[config.mk]
export PLATFORM = sky130hd
export DESIGN_NAME = clkgen_top
export DESIGN_NICKNAME = d
export VERILOG_FILES = /design/src/verilog/clkdiv_pkg.sv /design/src/verilog/clkgen_reg_pkg.sv /design/src/verilog/clkdiv_counter.sv /design/src/verilog/clkdiv_phase.sv /design/src/verilog/clkdiv_switch_fsm.sv /design/src/verilog/clkgen_regs.sv /design/src/verilog/clkgen_top.sv
export SDC_FILE = /design/constraint.sdc
export NUM_CORES = 1
export LEC_CHECK = 0
export BUFFER_PORTS_ARGS = -buffer_cell sky130_fd_sc_hd__buf_4
export CAP_MARGIN = 20
export CORE_MARGIN = 2
export CORE_UTILIZATION = 25
export CTS_CLUSTER_DIAMETER = 50
export DETAILED_ROUTE_END_ITERATION = 12
export HOLD_SLACK_MARGIN = 0.1
export PLACE_DENSITY = 0.42
export SLEW_MARGIN = 20
export SYNTH_ARGS = -nofsm -noshare
export SYNTH_HDL_FRONTEND = slang
export SYNTH_SLANG_ARGS = --single-unit
[constraint.sdc]
create_clock -name clk -period 4.55 [get_ports clk]
set_clock_uncertainty 0.05 [all_clocks]
set_input_delay 0.6825 -clock clk [delete_from_list [all_inputs] [get_ports clk]]
set_output_delay 0.6825 -clock clk [all_outputs]
set_load 0.02 [all_outputs]
[src/verilog/clkdiv_pkg.sv]
// divider channel definitions
// divide code encoding, counter width, ratio switch states
`default_nettype none

package clkdiv_pkg;

   // divide code, ratio = 2**code
   localparam int div_code_width = 4;

   // 0..7 legal, 8..15 reserved
   localparam logic [div_code_width-1:0] div_code_max = 4'd7;

   // edge counter, wide enough for ratio 128
   localparam int cnt_width = 8;

   // ##########################################################
   // ratio switch fsm
   // ##########################################################
   typedef enum logic [1:0] {
      sw_idle, // active code in use
      sw_wait, // pending code held, waiting for end of period
      sw_load  // one cycle, copy pending code and restart counter
   } switch_state_t;

endpackage

`default_nettype wire

[src/verilog/clkgen_reg_pkg.sv]
// clock generator register map
// apb widths, register addresses and control field positions
`default_nettype none

package clkgen_reg_pkg;

   // bus widths
   localparam int apb_addr_width = 8;
   localparam int apb_data_width = 32;

   // ##########################################################
   // addresses
   // ##########################################################
   localparam logic [apb_addr_width-1:0] ctrl_base   = 8'h00; // channel n at base + 4n
   localparam logic [apb_addr_width-1:0] status_addr = 8'h20; // read only, busy per channel

   // control register fields
   localparam int ctrl_code_lsb   = 0;
   localparam int ctrl_code_width = 4;  // divide code
   localparam int ctrl_en_bit     = 4;  // channel enable

endpackage

`default_nettype wire

[src/verilog/clkdiv_counter.sv]
// edge counter for one divider channel
// decodes the active ratio and flags the four edge positions
`timescale 1ns/10ps
`default_nettype none

module clkdiv_counter (
   input  logic                                  clk,
   input  logic                                  nreset,
   input  logic [clkdiv_pkg::div_code_width-1:0] active_code,
   input  logic                                  en,
   input  logic                                  restart,
   output logic                                  rise_match,
   output logic                                  fall_match,
   output logic                                  rise90_match,
   output logic                                  fall90_match,
   output logic                                  period_end
);

   localparam int cw = clkdiv_pkg::cnt_width;

   logic [cw-1:0] ratio; // one-hot N, zero for divide by 1
   logic [cw-1:0] cnt;

   // ##########################################################
   // ratio decode
   // ##########################################################
   always_comb begin
      ratio = '0;
      if (active_code != '0 && active_code <= clkdiv_pkg::div_code_max) begin
         ratio = cw'(1) << active_code;
      end
   end

   // counts 1..N, frozen with en low
   always_ff @(posedge clk or negedge nreset) begin
      if (!nreset) begin
         cnt <= cw'(1);
      end else if (restart || rise_match) begin
         cnt <= cw'(1);         // self reload at end of period
      end else if (en) begin
         cnt <= cnt + cw'(1);
      end
   end

   // match points, gated so a disabled channel holds its level
   assign rise_match   = en && (cnt == ratio);                        // N
   assign fall_match   = en && (cnt == (ratio >> 1));                 // N/2
   assign rise90_match = en && (cnt == (ratio >> 2));                 // N/4
   assign fall90_match = en && (cnt == ((ratio >> 2) + (ratio >> 1))); // 3N/4

   assign period_end = rise_match;

   // restart from the fsm must land together with every code change
   a_cnt_in_range: assert property (@(posedge clk) disable iff (!nreset)
      (active_code != '0) |-> (cnt <= ratio));

endmodule

`default_nettype wire

[src/verilog/clkdiv_phase.sv]
// output stage for one divider channel
// 0 and 90 degree clocks, with divide-by-1 and divide-by-2 paths
`timescale 1ns/10ps
`default_nettype none

module clkdiv_phase (
   input  logic                                  clk,
   input  logic                                  nreset,
   input  logic [clkdiv_pkg::div_code_width-1:0] active_code,
   input  logic                                  rise_match,
   input  logic                                  fall_match,
   input  logic                                  rise90_match,
   input  logic                                  fall90_match,
   output logic                                  clkout,
   output logic                                  clkout90
);

   logic clkout_reg;
   logic clkout90_reg;
   logic clkout90_div2; // clkout_reg half a cycle late
   logic div1;
   logic div2;

   assign div1 = (active_code == 4'd0);
   assign div2 = (active_code == 4'd1);

   // ##########################################################
   // divided outputs
   // ##########################################################
   always_ff @(posedge clk or negedge nreset) begin
      if (!nreset) begin
         clkout_reg <= 1'b0;
      end else if (rise_match) begin
         clkout_reg <= 1'b1;
      end else if (fall_match) begin
         clkout_reg <= 1'b0;
      end
   end

   always_ff @(posedge clk or negedge nreset) begin
      if (!nreset) begin
         clkout90_reg <= 1'b0;
      end else if (rise90_match) begin
         clkout90_reg <= 1'b1;
      end else if (fall90_match) begin
         clkout90_reg <= 1'b0;
      end
   end

   // div2 has no N/4 point, so shift by a falling edge instead
   always_ff @(negedge clk or negedge nreset) begin
      if (!nreset) begin
         clkout90_div2 <= 1'b0;
      end else begin
         clkout90_div2 <= clkout_reg;
      end
   end

   // ##########################################################
   // output select
   // ##########################################################
   assign clkout   = div1 ? clk : clkout_reg;  // div1 passes clk through
   assign clkout90 = div1 ? clk
                   : div2 ? clkout90_div2
                   : clkout90_reg;

endmodule

`default_nettype wire

[src/verilog/clkdiv_switch_fsm.sv]
// ratio switch fsm for one divider channel
// holds a new divide code until the current period closes
`timescale 1ns/10ps
`default_nettype none

module clkdiv_switch_fsm (
   input  logic                                  clk,
   input  logic                                  nreset,
   input  logic [clkdiv_pkg::div_code_width-1:0] cfg_code,
   input  logic                                  cfg_write,
   input  logic                                  en,
   input  logic                                  period_end,
   output logic [clkdiv_pkg::div_code_width-1:0] active_code,
   output logic                                  restart,
   output logic                                  busy
);

   clkdiv_pkg::switch_state_t state;
   clkdiv_pkg::switch_state_t state_nxt;

   logic [clkdiv_pkg::div_code_width-1:0] pending_code;
   logic                                  go;

   // no period to wait for with the output frozen or clk passed through
   assign go = period_end || !en || (active_code == '0);

   // ##########################################################
   // next state
   // ##########################################################
   always_comb begin
      state_nxt = state;
      case (state)
         clkdiv_pkg::sw_idle: begin
            if (cfg_write) state_nxt = clkdiv_pkg::sw_wait;
         end
         clkdiv_pkg::sw_wait: begin
            if (go) state_nxt = clkdiv_pkg::sw_load; // new writes just replace pending
         end
         clkdiv_pkg::sw_load: begin
            state_nxt = cfg_write ? clkdiv_pkg::sw_wait : clkdiv_pkg::sw_idle;
         end
         default: state_nxt = clkdiv_pkg::sw_idle;
      endcase
   end

   always_ff @(posedge clk or negedge nreset) begin
      if (!nreset) begin
         state       <= clkdiv_pkg::sw_idle;
         active_code <= '0;              // divide by 1 after reset
      end else begin
         state <= state_nxt;
         if (state == clkdiv_pkg::sw_load) begin
            active_code <= pending_code; // takes effect with restart
         end
      end
   end

   // latest requested code
   always_ff @(posedge clk) begin
      if (cfg_write) pending_code <= cfg_code;
   end

   assign restart = (state == clkdiv_pkg::sw_load);
   assign busy    = (state != clkdiv_pkg::sw_idle);

   // reserved codes are refused upstream and never reach the counter
   a_code_legal: assert property (@(posedge clk) disable iff (!nreset)
      (state == clkdiv_pkg::sw_load) |-> (pending_code <= clkdiv_pkg::div_code_max));

endmodule

`default_nettype wire

[src/verilog/clkgen_regs.sv]
// apb register file for the clock generator
// per-channel control registers, busy status, change pulses
`timescale 1ns/10ps
`default_nettype none

module clkgen_regs #(
   parameter int NUM_CH = 2
) (
   input  logic                                       clk,
   input  logic                                       nreset,
   input  logic [clkgen_reg_pkg::apb_addr_width-1:0]  paddr,
   input  logic                                       psel,
   input  logic                                       penable,
   input  logic                                       pwrite,
   input  logic [clkgen_reg_pkg::apb_data_width-1:0]  pwdata,
   output logic [clkgen_reg_pkg::apb_data_width-1:0]  prdata,
   output logic                                       pready,
   output logic                                       pslverr,
   output logic [clkdiv_pkg::div_code_width-1:0]      cfg_code [NUM_CH],
   output logic [NUM_CH-1:0]                          en,
   output logic [NUM_CH-1:0]                          cfg_write,
   input  logic [NUM_CH-1:0]                          busy
);

   localparam int addr_w = clkgen_reg_pkg::apb_addr_width;
   localparam int code_w = clkdiv_pkg::div_code_width;
   localparam logic [addr_w-1:0] ctrl_span = addr_w'(4 * NUM_CH); // bytes of ctrl space

   logic [addr_w-1:0] offset;   // address relative to ctrl_base
   logic [addr_w-3:0] ch_idx;   // word index = channel
   logic              is_ctrl;
   logic              is_status;
   logic              bad_code;
   logic              err;
   logic              setup;
   logic              access;
   logic              wr_ok;
   logic [code_w-1:0] wr_code;
   logic [clkgen_reg_pkg::apb_data_width-1:0] rdata;

   // ##########################################################
   // address decode and error check
   // ##########################################################
   assign offset    = paddr - clkgen_reg_pkg::ctrl_base;
   assign ch_idx    = offset[addr_w-1:2];
   assign is_ctrl   = (offset < ctrl_span) && (offset[1:0] == 2'b00);
   assign is_status = (paddr == clkgen_reg_pkg::status_addr);
   assign wr_code   = pwdata[clkgen_reg_pkg::ctrl_code_lsb +: clkgen_reg_pkg::ctrl_code_width];
   assign bad_code  = pwrite && is_ctrl && (wr_code > clkdiv_pkg::div_code_max);
   assign err       = !(is_ctrl || is_status)   // unmapped
                    || (pwrite && is_status)    // status is read only
                    || bad_code;                // reserved code refused

   assign setup  = psel && !penable;
   assign access = psel && penable;
   assign wr_ok  = access && pwrite && is_ctrl && !err;
   assign pready = 1'b1; // never stalls

   // read mux
   always_comb begin
      rdata = '0;
      if (is_status) begin
         rdata[NUM_CH-1:0] = busy;
      end else begin
         for (int i = 0; i < NUM_CH; i++) begin
            if (int'(ch_idx) == i) begin
               rdata[clkgen_reg_pkg::ctrl_code_lsb +: clkgen_reg_pkg::ctrl_code_width] = cfg_code[i];
               rdata[clkgen_reg_pkg::ctrl_en_bit] = en[i];
            end
         end
      end
   end

   // response registered in setup, valid through the access cycle
   always_ff @(posedge clk or negedge nreset) begin
      if (!nreset) begin
         prdata  <= '0;
         pslverr <= 1'b0;
      end else begin
         pslverr <= setup && err;
         if (setup) begin
            prdata <= (!pwrite && !err) ? rdata : '0;
         end
      end
   end

   // ##########################################################
   // per-channel control fields
   // ##########################################################
   for (genvar g = 0; g < NUM_CH; g++) begin : g_ch
      logic hit;

      assign hit = wr_ok && (int'(ch_idx) == g);

      always_ff @(posedge clk or negedge nreset) begin
         if (!nreset) begin
            cfg_code[g]  <= '0;
            en[g]        <= 1'b0;
            cfg_write[g] <= 1'b0;
         end else begin
            cfg_write[g] <= hit && (wr_code != cfg_code[g]); // only on real code change
            if (hit) begin
               cfg_code[g] <= wr_code;
               en[g]       <= pwdata[clkgen_reg_pkg::ctrl_en_bit];
            end
         end
      end
   end

   // error response only ever lands in an access cycle
   a_slverr_in_access: assert property (@(posedge clk) disable iff (!nreset)
      pslverr |-> (psel && penable));

endmodule

`default_nettype wire

[src/verilog/clkgen_top.sv]
// programmable clock generator top level
// apb register file and NUM_CH divider channels
`timescale 1ns/10ps
`default_nettype none

module clkgen_top #(
   parameter int NUM_CH = 2
) (
   input  logic                                       clk,
   input  logic                                       nreset,
   input  logic [clkgen_reg_pkg::apb_addr_width-1:0]  paddr,
   input  logic                                       psel,
   input  logic                                       penable,
   input  logic                                       pwrite,
   input  logic [clkgen_reg_pkg::apb_data_width-1:0]  pwdata,
   output logic [clkgen_reg_pkg::apb_data_width-1:0]  prdata,
   output logic                                       pready,
   output logic                                       pslverr,
   output logic [NUM_CH-1:0]                          clkout,
   output logic [NUM_CH-1:0]                          clkout90
);

   logic [clkdiv_pkg::div_code_width-1:0] cfg_code [NUM_CH];
   logic [NUM_CH-1:0]                     en;
   logic [NUM_CH-1:0]                     cfg_write;
   logic [NUM_CH-1:0]                     busy;

   clkgen_regs #(.NUM_CH(NUM_CH)) u_regs (
      .clk, .nreset,
      .paddr, .psel, .penable, .pwrite, .pwdata,
      .prdata, .pready, .pslverr,
      .cfg_code, .en, .cfg_write, .busy
   );

   // ##########################################################
   // divider channels
   // ##########################################################
   for (genvar g = 0; g < NUM_CH; g++) begin : g_chan
      logic [clkdiv_pkg::div_code_width-1:0] active_code;
      logic restart;
      logic period_end;
      logic rise_match, fall_match, rise90_match, fall90_match;

      clkdiv_switch_fsm u_fsm (
         .clk, .nreset,
         .cfg_code(cfg_code[g]), .cfg_write(cfg_write[g]), .en(en[g]),
         .period_end, .active_code, .restart, .busy(busy[g])
      );

      clkdiv_counter u_cnt (
         .clk, .nreset, .active_code, .en(en[g]), .restart,
         .rise_match, .fall_match, .rise90_match, .fall90_match, .period_end
      );

      clkdiv_phase u_phase (
         .clk, .nreset, .active_code,
         .rise_match, .fall_match, .rise90_match, .fall90_match,
         .clkout(clkout[g]), .clkout90(clkout90[g])
      );
   end

endmodule

`default_nettype wire
# After elaboration in Yosys (flattened, before gate mapping)

Index checks and enable logic that the tools add are counted.

Output and inout port bits: 38
Flip-flop bits (word level): 87
Logic and storage cells: 145
Input bits: 45

Shift operators: 2
Reduce and logical (&&, ||, !) cells: 58
Eq/ne operators: 22
Add/sub/neg operators: 4
Order comparisons: 4
Multiplexer cells: 33

Operators by type and width:

| operator                                                       | count |
|---|---|
| two-way mux 8 bit                                              | 6 |
| equality test 8 bit                                            | 4 |
| logical AND 1 bit                                              | 25 |
| adder 6 x 7 -> 8 bit                                           | 2 |
| adder 8 x 1 -> 8 bit, second input constant                    | 2 |
| equality test 8 x 6 -> 1 bit                                   | 2 |
| equality test 8 x 7 -> 1 bit                                   | 2 |
| two-way mux 1 bit                                              | 16 |
| nonzero test 2 bit                                             | 8 |
| << shifter 1 x 4 -> 8 bit, first input constant                | 2 |
| two-way mux 5 bit                                              | 3 |
| one-hot mux 2 bit (3 select lines)                             | 2 |
| two-way mux 2 bit                                              | 5 |
| logical OR 1 bit                                               | 9 |
| equality test 4 x 1 -> 1 bit, second input constant            | 2 |
| equality test 8 x 6 -> 1 bit, second input constant            | 1 |
| less-or-equal comparator 4 x 3 -> 1 bit, second input constant | 2 |
| logical NOT 4 bit                                              | 2 |
| less-than comparator 8 x 4 -> 1 bit, second input constant     | 1 |
| inequality test 4 bit                                          | 2 |
| nonzero test 4 bit                                             | 2 |
| equality test 6 x 2 -> 1 bit, second input constant            | 1 |
| logical NOT 1 bit                                              | 6 |
| logical NOT 2 bit                                              | 3 |
| 8 further kinds                                                | 13 |

# Longest topological paths before layout

Gate-level depths: netlist (run 1).

Word-level depth: 10
Gate-level depth with buffers: 12
Depth with buffers taken out: 10

# Modules after synthesis

From an unflattened synthesis (run 1), not the netlist that was laid out.

Cell total of the unflattened synthesis: 504
Area total of the unflattened synthesis: 4804.6 µm²

By module, submodules not included:

| module                           | area each (µm²) | seq. area each (µm²) | instances | cells each |
|---|---|---|---|---|
| clkdiv_counter (g_chan[1].u_cnt) | 1318.8          | 201.4                | 1         | 162 |
| clkdiv_counter (g_chan[0].u_cnt) | 1293.7          | 201.4                | 1         | 167 |
| clkgen_regs                      | 1123.6          | 450.4                | 1         | 105 |
| clkdiv_switch_fsm                | 386.6           | 270.3                | 2         | 23 |
| clkdiv_phase                     | 147.6           | 75.1                 | 2         | 12 |

==> impl_results.md, run 1 <==
- Via/cell ratio: 4.869
- Outcome: finished clean
- Reg with most FFs: g_chan.u_cnt.cnt
- # diodes: 0
- Syn Std Cell Area: 4556 µm²
- Design Power: 2.119 mW
- Synth Area in XOR/XNOR: 8.459%
- Unrepaired setup endpoints after global routing: false
- Final hold vios: 0
- Antenna violations before repair: 0
- Leakage: 2.369 nW
- Mux share of post-synthesis cell area: 5.850%
- Seq/Total Area, Yosys: 33.89%
- DR vias: 3,720
- Rel. slew slack: 45.21%
- Startpoint Class: clock port
- R2R Path End: g_chan[0].u_phase.clkout90_reg
- Post-synth EDFFs: 8
- DP HPWL: 7.991 mm
- Synth async-reset ratio: 86.67%
- Core Box Area: 17,900 µm²
- Mapped Cells: 514
- Critical path origin: clk
- Slew @ Worst Pin: 0.8144 ns
- Pin count of the biggest net entering global routing: 28
- CP Capture Type: primary output
- Reg2Reg Setup Slack: 1.06 ns
- Slowest stage cell, crit path: buf_4
- All-layer global routing usage: 12.20%
- Clk slew on worst S/H paths: 0.05 ns
- FP Rows: 49
- Clock Power Share: 56.4%
- Seq pwr share: 31.7%
- Worst path max stage delay: 0.21 ns
- Top cells by count, synth: dfrtp_1 (48), nand2_1 (46), nor2_1 (36)
- 1st-pass router iterations: 4
- CP Class: clk2out
- Share of cells above drive strength 1: 14.58%
- Setup Buffers After CTS: 0
- Top cell by count, worst path: clkbuf_16
- Compound-Gate Fraction of Synth Area: 15.90%
- Ranking of synthesized cells by area: dfrtp_1 (26%), buf_4 (5.4%), edfxtp_1 (5.3%)
- Switch share: 29.23%
- Top-Level Pins: 83
- Hold crit path type: in2async
- Final setup violation count: 0
- Yosys top cell area share: 26.37%
- Largest family of logic cells by synthesized area: simple AND/OR/NAND/NOR gates
- RR Startpoint: g_chan[0].u_fsm.active_code[2]
- Worst-Skew Late Latency: 0.43 ns
- R2r worst-path depth: 10
- Comb power frac: 11.9%
- Fin nets: 592
- Mean Syn Cell Area: 8.863 µm²
- Required @ worst endpoint: 3.82 ns
- P&R area growth vs syn: 16.86%
- Yosys top cell by area: dfrtp_1
- FF+latch count, synth: 60
- Global route total overflow: 0
- Post-DRT Antenna Nets: 0
- Max-cap violations: 0
- Vias in the first global route: 3,702
- Die Area: 19,320 µm²
- Power density over the cells: 398.0 nW/µm²
- Simple-Gate Fraction of Synth Area: 20.96%
- Drt drc: 0
- First-pass GRT wire length: 18.89 mm
- Synth cell types: 73
- Initial Util: 25.45%
- Hold buffers post-CTS: 0
- Sw power: 0.6192 mW
- # port buffers: 27
- Most used DFF post-synth: dfrtp_1
- Final Max Tran Viols: 0
- Worst vdd ir: 239.6 µV
- Post-synthesis adder-cell area fraction: 5.273%
- Data arrival, critical path: 3.60 ns
- DRT iter0 DRCs: 229
- Final WL: 11.18 mm
- CP Cell Sequence: clkbuf_16 > clkbuf_16 > clkbuf_16 > clkbuf_16 > clkbuf_16 > nand2_1 > clkbuf_16 > clkbuf_16 > o21ai_0 > buf_4
- Avg WL per Cell: 14.63 µm
- CTS tree: done
- Max reg flops: 16
- Resized cells post-CTS: 0
- DIE WIDTH: 139.0 µm
- Count leader, synth: dfrtp_1
- Routability Congestion: 0.8115
- Synth warn: 0
- Die Ht: 139.0 µm
- Setup_tns: 0 ns
- CP max FO: 2
- Cell Int Power: 1.500 mW
## metrics by stage
step                      instances  util (%)  hold slack, ns  area (µm²)  setup slack (ns)
after detailed placement        737     26.89          0.3918        4815            0.8083
after global routing            764     29.74          0.1321        5324           0.08468
after global placement          737     26.89          0.3865        4815            0.7986
after CTS                       764     29.74          0.1278        5324            0.1497
after floorplan                 540         -          0.3369        4653            0.8328
final                           764     29.74          0.1252        5324            0.2196
## layout make-up
cell class | instances | area, µm²
clock buffer | 28 | 524.3
sequential | 60 | 1544
multi-input combinational | 399 | 2676
tap | 229 | 286.5
fill | 1913 | 12580
clock inverter | 3 | 15.01
timing repair buffer | 29 | 217.7
inverter | 16 | 60.06
## worst max-delay path: cells and delay by family
kind | cells | cell delay [ns]
AO/OA/AOI/OAI | 1 | 0.10
AND/OR/NAND/NOR | 1 | 0.08
buffers and inverters | 8 | 1.12
## worst max path at each step
stage                   to  slack [ns]  depth (start not counted)
3_3_place_gp   clkout90[1]        0.80                          3
2_1_floorplan  clkout90[1]        0.83                          3
3_5_place_dp   clkout90[1]        0.81                          3
4_1_cts          clkout[1]        0.15                         10
6_report         clkout[1]        0.22                         10
5_1_grt        clkout90[1]        0.08                          3
## cell usage in the layout, fill, tap and decap left out, types with 4 or more instances in the layout
master     count
mux2i_1       12
ha_1          16
mux2_2        10
a21o_1         5
nor4_1         4
nor3_1        11
xor2_1        24
o31ai_1        5
nand2b_1      14
buf_4         33
nand4_1        6
clkbuf_1       5
o22ai_1       10
nor2b_1        9
o21ai_0       25
nor2_1        36
nor3b_1        7
inv_1         16
a21oi_1       23
conb_1        28
a211oi_1       5
nand3_1        7
nor4b_1        5
nand2_1       46
xnor2_1       20
clkbuf_16     19
edfxtp_1       8
a31oi_1        7
dfrtp_1       48
## power groups by stage
stage / Sequential [mW] / Clock [mW] / Combinational (mW)
4_1_cts: 0.673 / 1.24 / 0.250
6_report: 0.673 / 1.20 / 0.251
2_1_floorplan: 0.604 / 0.132 / 0.265
3_5_place_dp: 0.681 / 0.132 / 0.249
3_3_place_gp: 0.682 / 0.132 / 0.246
5_1_grt: 0.680 / 1.28 / 0.281
## layer usage
metal  vias to the layer above  part of all wire, %  global-route usage [%]
li1                       1804                    -                       -
met1                      1763                   48                   16.27
met2                       129                   44                   17.71
met3                        24                  6.0                   4.593
met4                         0                  1.9                   5.104
met5                         -                    0                       0
## logic make-up after synthesis
kind of cell               after synthesis
and+or+nand+nor                        175
AOI/OAI and AO/OA                      109
buffers and inverters                   81
DFF                                     60
xor gates and xnor gates                44
muxes                                   25
adders and majority gates               18
other                                    2
No activity file was read; power rests on OpenSTA's default activity.
==> run 2: changes to the inputs <==
- CELL_PAD_IN_SITES_DETAIL_PLACEMENT: default -> 0
- CELL_PAD_IN_SITES_GLOBAL_PLACEMENT: default -> 1
- CORE_MARGIN: 2 -> default
- PLACE_DENSITY: 0.42 -> 0.52
==> impl_results.md, run 2 (same netlist as run 1, synthesis figures left out) <==
- Setup_tns: 0 ns
- Top-Level Pins: 83
- Die Area: 18,770 µm²
- CP max FO: 1
- Initial Util: 25.98%
- Worst-Skew Late Latency: 0.44 ns
- Fillers: 1,858
- Design area: 5398 µm²
- Reg with most FFs: g_chan.u_cnt.cnt
- Data arrival, critical path: 3.58 ns
- Final WL: 11.79 mm
- Place WS: 0.8188 ns
- Die Ht: 137.0 µm
- Util after Layout: 30.78%
- Clock Power Share: 58.9%
- Core Box Area: 17,540 µm²
- Cells after DPL: 733
- Worst Hold Launch: g_chan[0].u_fsm.pending_code[3]
- Power density over the cells: 416.8 nW/µm²
- All-layer global routing usage: 13.79%
- 1st-pass router iterations: 4
- DIE WIDTH: 137.0 µm
- Clk slew on worst S/H paths: 0.05 ns
- Drt drc: 0
- Unrepaired setup endpoints after global routing: false
- Routability Congestion: 0.7675
- Outcome: finished clean
- Slew @ Worst Pin: 0.6722 ns
- Switch share: 28.82%
- DP HPWL: 8.356 mm
- Sw power: 0.6483 mW
- DRT iter0 DRCs: 213
- # port buffers: 27
- FP Rows: 48
- Via/cell ratio: 4.946
- RR Startpoint: g_chan[0].u_fsm.active_code[3]
- Antenna violations before repair: 0
- Max-cap violations: 0
- Pin count of the biggest net entering global routing: 50
- Rel. slew slack: 55.19%
- Post-DRT Antenna Nets: 0
- Startpoint Class: flop
- Share of cells above drive strength 1: 15.27%
- Final setup violation count: 0
- Setup Buffers After CTS: 0
- # diodes: 0
- Placed Area: 4810 µm²
- Avg WL per Cell: 15.47 µm
- Max reg flops: 16
- Seq pwr share: 30.0%
- Leakage: 2.405 nW
- CP Class: reg2out
- Critical path origin: g_chan[0].u_phase.clkout90_div2
- Final hold vios: 0
- Fin nets: 594
- Vias in the first global route: 3,780
- Resized cells post-CTS: 0
- Most frequent cells in the layout: dfrtp_1 (48), nand2_1 (46), nor2_1 (36)
- Final Max Tran Viols: 0
- Cell Int Power: 1.601 mW
- Finished Layout Cells: 762
- Reg2Reg Setup Slack: 0.99 ns
- Worst setup margin: 0.2335 ns
- Global route total overflow: 0
- CTS tree: done
- Comb power frac: 11.1%
- CP Capture Type: primary output
- Most common cell after layout, fill and taps aside: dfrtp_1
- Hold crit path type: reg2reg
- DR vias: 3,769
- First-pass GRT wire length: 19.35 mm
- Worst vdd ir: 222.6 µV
- P&R area growth vs syn: 18.48%
- Required @ worst endpoint: 3.82 ns
run 2: changes by cell type in the layout (fill, tap and decap cells not counted), sizes merged:
cell and delta:
clkinv -1, clkinvlp +1, dlygate4sd3 +1, clkbuf +1
run 2: what timing repair did:
| action | CTS | global route |
|---|---|---|
| endpoints found under the hold margin | 1 | 0 |
| setup endpoints to repair | 0 | 0 |
| hold buffers | 1 | 0 |
run 2: final timing paths:
path	depth (start not counted)	end
min	2	g_chan[0].u_fsm.active_code[3]
max in group asynchronous	2	g_chan[0].u_phase.clkout90_div2
max reg2reg	9	g_chan[0].u_phase.clkout90_reg
max	3	clkout90[0]
min reg2reg	2	g_chan[0].u_fsm.active_code[3]
min in group asynchronous	2	g_chan[1].u_phase.clkout90_reg
run 2: cell type report:
type / count / area, µm² / area share (%)
multi-input cells: 399 / 2676 / 49.58
flip-flops and latches: 60 / 1544 / 28.60
clock inverters: 3 / 17.52 / 0.3245
repair buffers: 30 / 227.7 / 4.219
clock buffers: 29 / 590.6 / 10.94
well taps: 225 / 281.5 / 5.216
inverters: 16 / 60.06 / 1.113
run 2: power groups by stage:
| stage | logic [mW] | clock network, mW | registers [mW] |
|---|---|---|---|
| floorplan | 0.265 | 0.132 | 0.604 |
| global placement | 0.245 | 0.132 | 0.685 |
| detailed placement | 0.249 | 0.132 | 0.683 |
| CTS | 0.251 | 1.37 | 0.674 |
| global route | 0.279 | 1.40 | 0.685 |
| finish | 0.250 | 1.33 | 0.674 |
run 2: per-layer routing:
layer  share of wire [%]  global-route usage [%]
met5                   0                       0
met3                 4.6                   4.259
met2                  47                   21.49
met1                  46                   17.04
met4                 2.0                   7.082
run 2: through the flow:
stage               hold WS (ns)  total power [mW]
global route              0.4305             2.363
CTS                       0.4024             2.295
global placement          0.3821             1.062
finish                    0.3945             2.250
floorplan                 0.3369             1.001
detailed placement        0.3904             1.064
run 2: critical path: stages, from the launching register on:
cell and delay [ns]:
dfrtn_1 0.32, mux2i_1 0.24, a21oi_1 0.12, buf_4 0.17
